$ cat config.mk
export PLATFORM = sky130hd
export DESIGN_NAME = dither_top
export DESIGN_NICKNAME = d
export VERILOG_FILES = /design/src/design/dither_pkg.sv /design/src/design/block_sequencer.sv /design/src/design/top_error_line_ram.sv /design/src/design/error_quantizer.sv /design/src/design/diffusion_error_store.sv /design/src/design/dither_top.sv
export SDC_FILE = /design/constraint.sdc
export NUM_CORES = 1
export LEC_CHECK = 0
export BUFFER_PORTS_ARGS = -buffer_cell sky130_fd_sc_hd__buf_2
export CAP_MARGIN = 20
export CORE_ASPECT_RATIO = 1.4
export CORE_MARGIN = 4
export CORE_UTILIZATION = 45
export DETAILED_ROUTE_END_ITERATION = 6
export PLACE_DENSITY = 0.61
export SLEW_MARGIN = 20
export SYNTH_ARGS = -nofsm -noshare
export SYNTH_HDL_FRONTEND = slang
export SYNTH_SLANG_ARGS = --single-unit
export TNS_END_PERCENT = 20
$ cat constraint.sdc
create_clock -name clk -period 12.9 [get_ports clk]
set_input_delay 0.645 -clock clk [delete_from_list [all_inputs] [get_ports clk]]
set_output_delay 0.645 -clock clk [all_outputs]
set_load 0.1 [all_outputs]
$ cat src/design/dither_pkg.sv
// Widths, vector types and sequencer states shared by the dither engine RTL
// Blocks import this package inside their bodies and use scoped names in ports
package dither_pkg;

    // --------------------------------------------------------------------------
    // Geometry of one block
    // --------------------------------------------------------------------------
    localparam int LANES   = 4;
    localparam int PIX_W   = 8;
    localparam int CODE_W  = 2;
    localparam int ERR_W   = 8;
    // Error terms handed from quantizer to store
    localparam int N_TERMS = 6;

    // Output levels are 0, 85, 170, 255
    localparam int LEVEL_STEP = 85;
    // Rounding offset, half a step
    localparam int LEVEL_HALF = 42;

    // --------------------------------------------------------------------------
    // Vector types, lane 0 always in the low bits
    // --------------------------------------------------------------------------
    // Four unsigned samples
    typedef logic [LANES*PIX_W-1:0] pix_t;
    // Four 2-bit level codes
    typedef logic [LANES*CODE_W-1:0] code_t;
    // One signed error term
    typedef logic signed [ERR_W-1:0] err_t;
    // Terms d0..d5, d0 lowest
    typedef logic [N_TERMS*ERR_W-1:0] derr_t;
    // Four lane errors, used for left and top errors alike
    typedef logic [LANES*ERR_W-1:0] lane_err_t;

    // Block sequencer states
    typedef enum logic [1:0] {
        IDLE,
        READ,
        QUANT
    } seq_state_t;

endpackage

$ cat src/design/block_sequencer.sv
// Accepts block strobes, tracks block column and first row, and schedules
// the line memory read one cycle ahead of the quantize strobe
`timescale 1ns/1ps

module block_sequencer #(
    parameter int COLS  = 8,
    parameter int COL_W = 3
) (
     input  logic               clk
    ,input  logic               rst_n
    ,input  logic               frame_start_i
    ,input  logic               blk_valid_i
    ,input  dither_pkg::pix_t   pix_i
    ,output logic               rd_en_o
    ,output logic [COL_W-1:0]   rd_addr_o
    ,output logic               quant_start_o
    ,output logic               mask_left_o
    ,output logic               mask_top_o
    ,output dither_pkg::pix_t   pix_o
    ,output logic [COL_W-1:0]   col_o
);
    import dither_pkg::*;

    seq_state_t       state_q;
    seq_state_t       state_d;
    logic [COL_W-1:0] col_cnt_q;
    logic [COL_W-1:0] col_cur;
    logic             first_row_q;
    logic             first_cur;
    logic             accept;

    // A strobe while READ is pending breaks the spacing rule and is dropped
    assign accept = blk_valid_i && (state_q != READ);

    // Frame start forces column 0 and first row for a block in the same cycle
    assign col_cur   = frame_start_i ? '0 : col_cnt_q;
    assign first_cur = frame_start_i | first_row_q;

    // --------------------------------------------------------------------------
    // State machine
    // --------------------------------------------------------------------------
    always_comb begin
        case (state_q)
            IDLE:    state_d = accept ? READ : IDLE;
            READ:    state_d = QUANT;
            QUANT:   state_d = accept ? READ : IDLE;
            default: state_d = IDLE;
        endcase
    end

    always_ff @(posedge clk or negedge rst_n) begin
        if (!rst_n) begin
            state_q     <= IDLE;
            col_cnt_q   <= '0;
            first_row_q <= 1'b1;
        end else begin
            state_q <= state_d;
            if (accept) begin
                // Last column of a row ends the first row
                if (col_cur == COL_W'(COLS - 1)) begin
                    col_cnt_q   <= '0;
                    first_row_q <= 1'b0;
                end else begin
                    col_cnt_q   <= col_cur + 1'b1;
                    first_row_q <= first_cur;
                end
            end else if (frame_start_i) begin
                col_cnt_q   <= '0;
                first_row_q <= 1'b1;
            end
        end
    end

    // Per-block payload, held until the quantizer samples it
    always_ff @(posedge clk) begin
        if (accept) begin
            pix_o       <= pix_i;
            col_o       <= col_cur;
            mask_left_o <= (col_cur == '0);
            mask_top_o  <= first_cur;
        end
    end

    // Read in READ, quantize one cycle later when the data is back
    assign rd_en_o       = (state_q == READ);
    assign rd_addr_o     = col_o;
    assign quant_start_o = (state_q == QUANT);

    // Left error of a block must be stored before the next one quantizes
    a_strobe_spacing: assert property (
        @(posedge clk) disable iff (!rst_n) blk_valid_i |=> !blk_valid_i
    );

endmodule

$ cat src/design/top_error_line_ram.sv
// Line memory of packed below errors, one entry per block column
// Synchronous write and registered read, data one cycle after rd_en_i
`timescale 1ns/1ps

module top_error_line_ram #(
    parameter int COL_W = 3
) (
     input  logic                  clk
    ,input  logic                  rd_en_i
    ,input  logic [COL_W-1:0]      rd_addr_i
    ,output dither_pkg::lane_err_t rd_data_o
    ,input  logic                  wr_en_i
    ,input  logic [COL_W-1:0]      wr_addr_i
    ,input  dither_pkg::lane_err_t wr_data_i
);
    import dither_pkg::*;

    localparam int DEPTH = 2 ** COL_W;

    lane_err_t mem [DEPTH];

    // Write port, fed by the error store
    always_ff @(posedge clk) begin
        if (wr_en_i) begin
            mem[wr_addr_i] <= wr_data_i;
        end
    end

    // Read port, fed by the sequencer
    always_ff @(posedge clk) begin
        if (rd_en_i) begin
            rd_data_o <= mem[rd_addr_i];
        end
    end

    // Sequencer read and store write for one column never coincide
    a_no_rw_collision: assert property (
        @(posedge clk) !(rd_en_i && wr_en_i && (rd_addr_i == wr_addr_i))
    );

endmodule

$ cat src/design/error_quantizer.sv
// Adds diffused left and top errors to a block, saturates and quantizes to
// four levels, and forms the six error terms for the error store
`timescale 1ns/1ps

module error_quantizer #(
    parameter int COL_W = 3
) (
     input  logic                  clk
    ,input  logic                  rst_n
    ,input  logic                  start_i
    ,input  dither_pkg::pix_t      pix_i
    ,input  logic [COL_W-1:0]      col_i
    ,input  logic                  mask_left_i
    ,input  logic                  mask_top_i
    ,input  dither_pkg::lane_err_t left_err_i
    ,input  dither_pkg::lane_err_t top_err_i
    ,output logic                  q_valid_o
    ,output dither_pkg::code_t     q_o
    ,output logic                  store_start_o
    ,output logic [COL_W-1:0]      store_col_o
    ,output dither_pkg::derr_t     derr_o
);
    import dither_pkg::*;

    // Lowest corrected value for codes 1, 2 and 3
    localparam int TH1 = LEVEL_STEP - LEVEL_HALF;
    localparam int TH2 = 2 * LEVEL_STEP - LEVEL_HALF;
    localparam int TH3 = 3 * LEVEL_STEP - LEVEL_HALF;

    err_t              lane_e [LANES];
    logic signed [8:0] diff   [LANES];
    code_t             codes;
    derr_t             terms;
    err_t              d0, d1, d3, d4;
    logic              issued_q;

    // --------------------------------------------------------------------------
    // Per-lane correction and quantization
    // --------------------------------------------------------------------------
    for (genvar g = 0; g < LANES; g++) begin : g_lane
        err_t              left_l;
        err_t              top_l;
        logic signed [10:0] sum;
        logic [PIX_W-1:0]  sat;
        logic [CODE_W-1:0] code;
        logic [PIX_W-1:0]  level;

        // Masked at column 0 and in the first row
        assign left_l = mask_left_i ? '0 : left_err_i[g*ERR_W +: ERR_W];
        assign top_l  = mask_top_i  ? '0 : top_err_i[g*ERR_W +: ERR_W];

        assign sum = $signed({3'b000, pix_i[g*PIX_W +: PIX_W]}) + left_l + top_l;

        // Clamp to 0..255
        always_comb begin
            if (sum < 0) begin
                sat = '0;
            end else if (sum > 11'sd255) begin
                sat = '1;
            end else begin
                sat = sum[PIX_W-1:0];
            end
        end

        // Round to nearest level
        always_comb begin
            if (sat >= TH3) begin
                code = 2'd3;
            end else if (sat >= TH2) begin
                code = 2'd2;
            end else if (sat >= TH1) begin
                code = 2'd1;
            end else begin
                code = 2'd0;
            end
        end

        assign level     = PIX_W'(code * LEVEL_STEP);
        assign diff[g]   = $signed({1'b0, sat}) - $signed({1'b0, level});
        assign lane_e[g] = diff[g][ERR_W-1:0];

        assign codes[g*CODE_W +: CODE_W] = code;
    end

    // --------------------------------------------------------------------------
    // Six error terms, lanes 0 and 2 split in halves
    // --------------------------------------------------------------------------
    assign d0 = lane_e[0] >>> 1;
    assign d1 = lane_e[0] - d0;
    assign d3 = lane_e[2] >>> 1;
    assign d4 = lane_e[2] - d3;

    assign terms = {lane_e[3], d4, d3, lane_e[1], d1, d0};

    // One pulse per start, to the output and to the store
    always_ff @(posedge clk or negedge rst_n) begin
        if (!rst_n) begin
            issued_q <= 1'b0;
        end else begin
            issued_q <= start_i;
        end
    end

    assign q_valid_o     = issued_q;
    assign store_start_o = issued_q;

    always_ff @(posedge clk) begin
        if (start_i) begin
            q_o         <= codes;
            derr_o      <= terms;
            store_col_o <= col_i;
        end
    end

    // Bounded errors rely on the store split staying within one half step
    for (genvar g = 0; g < LANES; g++) begin : g_chk
        a_err_range: assert property (
            @(posedge clk) disable iff (!rst_n)
            start_i |-> (diff[g] >= -43) && (diff[g] <= 42)
        );
    end

endmodule

$ cat src/design/diffusion_error_store.sv
// Turns the six error terms of a block into right-neighbour and below errors
// Left errors go back to the quantizer, below errors into the line memory
`timescale 1ns/1ps

module diffusion_error_store #(
    parameter int COL_W = 3
) (
     input  logic                  clk
    ,input  logic                  rst_n
    ,input  logic                  start_i
    ,input  logic [COL_W-1:0]      col_i
    ,input  dither_pkg::derr_t     derr_i
    ,output dither_pkg::lane_err_t left_err_o
    ,output logic                  top_wr_en_o
    ,output logic [COL_W-1:0]      top_wr_addr_o
    ,output dither_pkg::lane_err_t top_err_o
);
    import dither_pkg::*;

    err_t                   d [N_TERMS];
    logic signed [ERR_W+1:0] d2_x3;
    logic signed [ERR_W+1:0] d5_x3;
    err_t                   left1, left3;
    err_t                   top1, top3;

    for (genvar g = 0; g < N_TERMS; g++) begin : g_term
        assign d[g] = derr_i[g*ERR_W +: ERR_W];
    end

    // --------------------------------------------------------------------------
    // Three-quarter split of lanes 1 and 3
    // --------------------------------------------------------------------------
    assign d2_x3 = d[2] * 10'sd3;
    assign d5_x3 = d[5] * 10'sd3;

    // Upper bits are the arithmetic shift right by two
    assign left1 = d2_x3[ERR_W+1:2];
    assign left3 = d5_x3[ERR_W+1:2];

    // Remainder goes below, so no error is lost
    assign top1 = d[2] - left1;
    assign top3 = d[5] - left3;

    // Left errors feed the next block and must start at zero
    always_ff @(posedge clk or negedge rst_n) begin
        if (!rst_n) begin
            left_err_o  <= '0;
            top_wr_en_o <= 1'b0;
        end else begin
            top_wr_en_o <= start_i;
            if (start_i) begin
                left_err_o <= {left3, d[3], left1, d[0]};
            end
        end
    end

    // Below errors, written at the column of the block
    always_ff @(posedge clk) begin
        if (start_i) begin
            top_err_o     <= {top3, d[4], top1, d[1]};
            top_wr_addr_o <= col_i;
        end
    end

endmodule

$ cat src/design/dither_top.sv
// Top level of the ordered-error-diffusion dither engine
// One block per blk_valid_i strobe, codes on q_o two cycles later
`timescale 1ns/1ps

module dither_top #(
    parameter int COLS  = 8,
    parameter int COL_W = 3
) (
     input  logic               clk
    ,input  logic               rst_n
    ,input  logic               frame_start_i
    ,input  logic               blk_valid_i
    ,input  dither_pkg::pix_t   pix_i
    ,output logic               q_valid_o
    ,output dither_pkg::code_t  q_o
);
    import dither_pkg::*;

    // Sequencer to line memory and quantizer
    logic             rd_en;
    logic [COL_W-1:0] rd_addr;
    logic             quant_start;
    logic             mask_left;
    logic             mask_top;
    pix_t             pix;
    logic [COL_W-1:0] col;

    // Line memory read data, the top errors
    lane_err_t        rd_data;

    // Quantizer to store
    derr_t            derr;
    logic             store_start;
    logic [COL_W-1:0] store_col;

    // Store back to quantizer and line memory
    lane_err_t        left_err;
    logic             wr_en;
    logic [COL_W-1:0] wr_addr;
    lane_err_t        wr_data;

    // --------------------------------------------------------------------------
    // Instances
    // --------------------------------------------------------------------------
    block_sequencer #(.COLS(COLS), .COL_W(COL_W)) u_seq (
        .clk(clk), .rst_n(rst_n), .frame_start_i(frame_start_i),
        .blk_valid_i(blk_valid_i), .pix_i(pix_i),
        .rd_en_o(rd_en), .rd_addr_o(rd_addr), .quant_start_o(quant_start),
        .mask_left_o(mask_left), .mask_top_o(mask_top), .pix_o(pix), .col_o(col)
    );

    top_error_line_ram #(.COL_W(COL_W)) u_ram (
        .clk(clk), .rd_en_i(rd_en), .rd_addr_i(rd_addr), .rd_data_o(rd_data),
        .wr_en_i(wr_en), .wr_addr_i(wr_addr), .wr_data_i(wr_data)
    );

    error_quantizer #(.COL_W(COL_W)) u_quant (
        .clk(clk), .rst_n(rst_n), .start_i(quant_start), .pix_i(pix), .col_i(col),
        .mask_left_i(mask_left), .mask_top_i(mask_top),
        .left_err_i(left_err), .top_err_i(rd_data),
        .q_valid_o(q_valid_o), .q_o(q_o), .store_start_o(store_start),
        .store_col_o(store_col), .derr_o(derr)
    );

    diffusion_error_store #(.COL_W(COL_W)) u_store (
        .clk(clk), .rst_n(rst_n), .start_i(store_start), .col_i(store_col),
        .derr_i(derr), .left_err_o(left_err), .top_wr_en_o(wr_en),
        .top_wr_addr_o(wr_addr), .top_err_o(wr_data)
    );

endmodule

==> implementation parameters <==
Parameter                              Value

Critical path
  Worst Path Required ... 13.21 ns
  Critical setup path kind ... reg2reg
  Arrival time reported for the critical path endpoint ... 7.86 ns
  FF-to-FF setup slack ... 5.34 ns
  Nature of the critical path endpoint ... register
  Startpoint type of the worst setup path ... register
  Worst-path fanout max ... 32
  CP startpoint ... u_seq.mask_top_o
  Number of cells on the worst reg-to-reg path ... 26
  Critical register-to-register path startpoint ... u_seq.mask_top_o
  End of the worst register-to-register path ... u_quant.derr_o[14]

Timing
  Setup violations, final ... 0
  Worst setup margin ... 5.34 ns
  RSZ-0062 raised after global routing ... false
  Period utilization ... 58.6%
  Maximum clock frequency ... 132 MHz
  Slew headroom ... 34.9%
  Shortest period the worst path allows ... 7.56 ns
  Pins Over Slew Limit ... 0
  Slew @ Worst Pin ... 0.977 ns
  Final hold violation count ... 0
  Layout Skew ... 0.0197 ns
  Setup_tns ... 0 ns

Yosys
  Complex-gate fraction of the synthesized area ... 6.46%
  Number of synthesized flops with an enable pin ... 417
  Synthesized-area fraction occupied by and/or/nand/nor cells ... 5.47%
  Dominant combinational cell family by area after synthesis ... adder cells
  Number of synthesis warnings ... 0
  Post-Syn Instances ... 1,479
  Synthesized-area fraction occupied by xor and xnor cells ... 3.45%
  Most common flop cell mapped by yosys ... sky130_fd_sc_hd__edfxtp_1
  Synth Cell Area ... 22,400 um2
  Part of the Yosys area used for sequential elements ... 60.2%
  Total nets after synthesis ... 1,697
  Post-synthesis adder-cell area fraction ... 11.9%
  Number of distinct standard cells referenced by the synthesized netlist ... 74
  Avg Cell Area, Syn ... 15.1 um2
  Fraction of synthesis flops using an asynchronous set or reset pin ... 8.35%
  Post-synthesis sequential element count ... 455
  Multiplexer fraction of the synthesized cell area ... 9.62%

Clock network
  H-Tree Depth ... 2
  Clock slew at the register clock pins of the worst setup and hold paths ... 0.06 ns
  Deepest clock path buffer count ... 3
  Source-to-sink clock delay at the later pin of the worst-skew pair ... 0.57 ns
  Sink count of the clock tree ... 455
  Root buffer selected by CTS ... sky130_fd_sc_hd__clkbuf_16
  Num CTS Buffers ... 45
  Clock tree from TritonCTS ... done
  Post-CTS Setup Repair Bufs ... 0
  Cts-stage hold buffer count ... 0
  Post_cts resized ... 0

Finish
  Share of final-layout standard cells stronger than drive strength 1 ... 17.7%
  Top library cells by usage in the layout, fill and taps aside ... sky130_fd_sc_hd__edfxtp_1 (417), sky130_fd_sc_hd__inv_1 (136), sky130_fd_sc_hd__ha_1 (132)
  Most common cell after layout, fill and taps aside ... sky130_fd_sc_hd__edfxtp_1
  Number of diodes added for antenna fixing ... 0
  Final-stage net count ... 1,773
  Area grow syn2layout ... 11.5%

Floorplanning
  Standard cell core area ... 49,100 um2
  Height of the die ... 272 um
  Effective utilization at floorplan ... 45.6%
  Floorplan die width ... 197 um
  Row cnt ... 96
  Area of the die ... 53,400 um2
  I/O pins ... 45

Routing
  Average detailed-routed wire length per instance ... 20.1 um
  Drc violations ... 0
  Total wire length after detailed routing ... 44.7 mm
  Router iterations before antenna repair ... 6
  Remaining antenna violation count ... 0
  Initial DRC count ... 656
  Count of vias placed by the detailed router ... 11,927
  Number of vias per cell ... 5.36

Status
  Run status ... completed

Global routing
  First-pass GRT wire length ... 70.5 mm
  Maximum number of pins on one net before global-route repair ... 62
  Total overflow reported by the global router ... 0
  Antenna violations before repair ... 0
  Global-route total usage across every layer ... 16.9%
  Number of global-route vias before repair ... 12,505

Place
  Post-DP HPWL ... 28.9 mm
  Routability congestion estimate ... 0.823
  Pre-CTS setup slack ... 5.44 ns
  Input/output buffers ... 44

Hold path
  Class of the most critical hold timing path ... in2async

Flow run
  Number of maximum-capacitance violations ... 0
## worst max-delay path by stage
stage                                    end
after floorplan           u_quant.derr_o[14]
after global placement    u_quant.derr_o[14]
after detailed placement  u_quant.derr_o[14]
after CTS                 u_quant.derr_o[14]
after global routing      u_quant.derr_o[14]
final                     u_quant.derr_o[14]
## worst max-delay path, stage by stage, from the launching register on
cell and delay, ns:
sky130_fd_sc_hd__edfxtp_1 0.32, sky130_fd_sc_hd__buf_4 0.37, sky130_fd_sc_hd__nor2b_1 0.12, sky130_fd_sc_hd__fa_1 0.49
sky130_fd_sc_hd__ha_1 0.26, sky130_fd_sc_hd__fa_1 0.41, sky130_fd_sc_hd__a21oi_1 0.25, sky130_fd_sc_hd__o211ai_1 0.14
sky130_fd_sc_hd__and3_1 0.21, sky130_fd_sc_hd__or4_1 0.51, sky130_fd_sc_hd__nand2_1 0.22, sky130_fd_sc_hd__a21boi_0 0.37
sky130_fd_sc_hd__o21a_1 0.29, sky130_fd_sc_hd__o21bai_1 0.47, sky130_fd_sc_hd__ha_1 0.25, sky130_fd_sc_hd__inv_1 0.05
sky130_fd_sc_hd__ha_1 0.38, sky130_fd_sc_hd__and3_1 0.22, sky130_fd_sc_hd__o211ai_1 0.11, sky130_fd_sc_hd__o311ai_1 0.21
sky130_fd_sc_hd__a211oi_4 0.42, sky130_fd_sc_hd__ha_1 0.32, sky130_fd_sc_hd__a21oi_1 0.15, sky130_fd_sc_hd__o21ai_2 0.09
sky130_fd_sc_hd__maj3_1 0.36, sky130_fd_sc_hd__a21oi_1 0.18, sky130_fd_sc_hd__xnor2_1 0.08
## cell usage after synthesis (all sizes together) (9+ instances only)
cell type / n / area [um2]
nor2b: 50 / 313
xor2: 32 / 280
ha: 132 / 1650
a211oi: 9 / 80.1
nand2: 36 / 135
edfxtp: 417 / 12500
fa: 50 / 1000
nor2: 58 / 218
o21bai: 15 / 113
a21o: 20 / 150
buf: 9 / 35.0
nor3: 11 / 60.1
dfrtp: 37 / 926
o21ai: 63 / 323
inv: 137 / 517
mux2i: 16 / 160
mux4: 64 / 1440
mux2: 49 / 552
nand2b: 28 / 175
clkbuf: 27 / 101
a21oi: 69 / 345
xnor2: 54 / 492
## cell families (layout without fill, tap and decap cells)
family          after synthesis  in the layout
mux                         129            129
fa+ha+maj                   183            183
simple gates                226            226
xor+xnor                     86             86
flops                       455            455
compound gates              227            227
buf+inv                     173            284
## metrics by stage
step                std cells  instance area [um2]  hold WS [ns]  util (%)
floorplan                1479                22400         0.349         -
global placement         2145                23500         0.401      47.8
detailed placement       2145                23500         0.405      47.8
CTS                      2227                25000         0.198      50.8
global route             2227                25000         0.222      50.8
finish                   2227                25000         0.204      50.8
## flip-flops by register name, summed over array words and instances (netlist names), 8 cells and up
name and cells:
u_quant.derr_o 46, u_quant.q_o 8, u_ram.mem 256, u_ram.rd_data_o 32
u_seq.pix_o 32, u_store.left_err_o 30, u_store.top_err_o 32
## metal layers
metal	global-route usage (%)	part of all wire, %	vias up
li1	-	-	5640
met1	22.3	44	6059
met2	29.5	51	173
met3	2.04	2.6	55
met4	4.83	2.4	0
met5	0	0	-
## final cells by class
class	count	area, um2
Fill cell	4086	24200
Tap cell	637	797
Inverter	137	517
Multi-Input combinational cell	851	8340
Sequential cell	455	13500
Clock inverter	27	285
Timing Repair Buffer	65	378
Clock buffer	55	1160
Power is left out: the tool's default activity adds up to more than one toggle a clock period on the data nets, which glitch-free logic cannot reach.
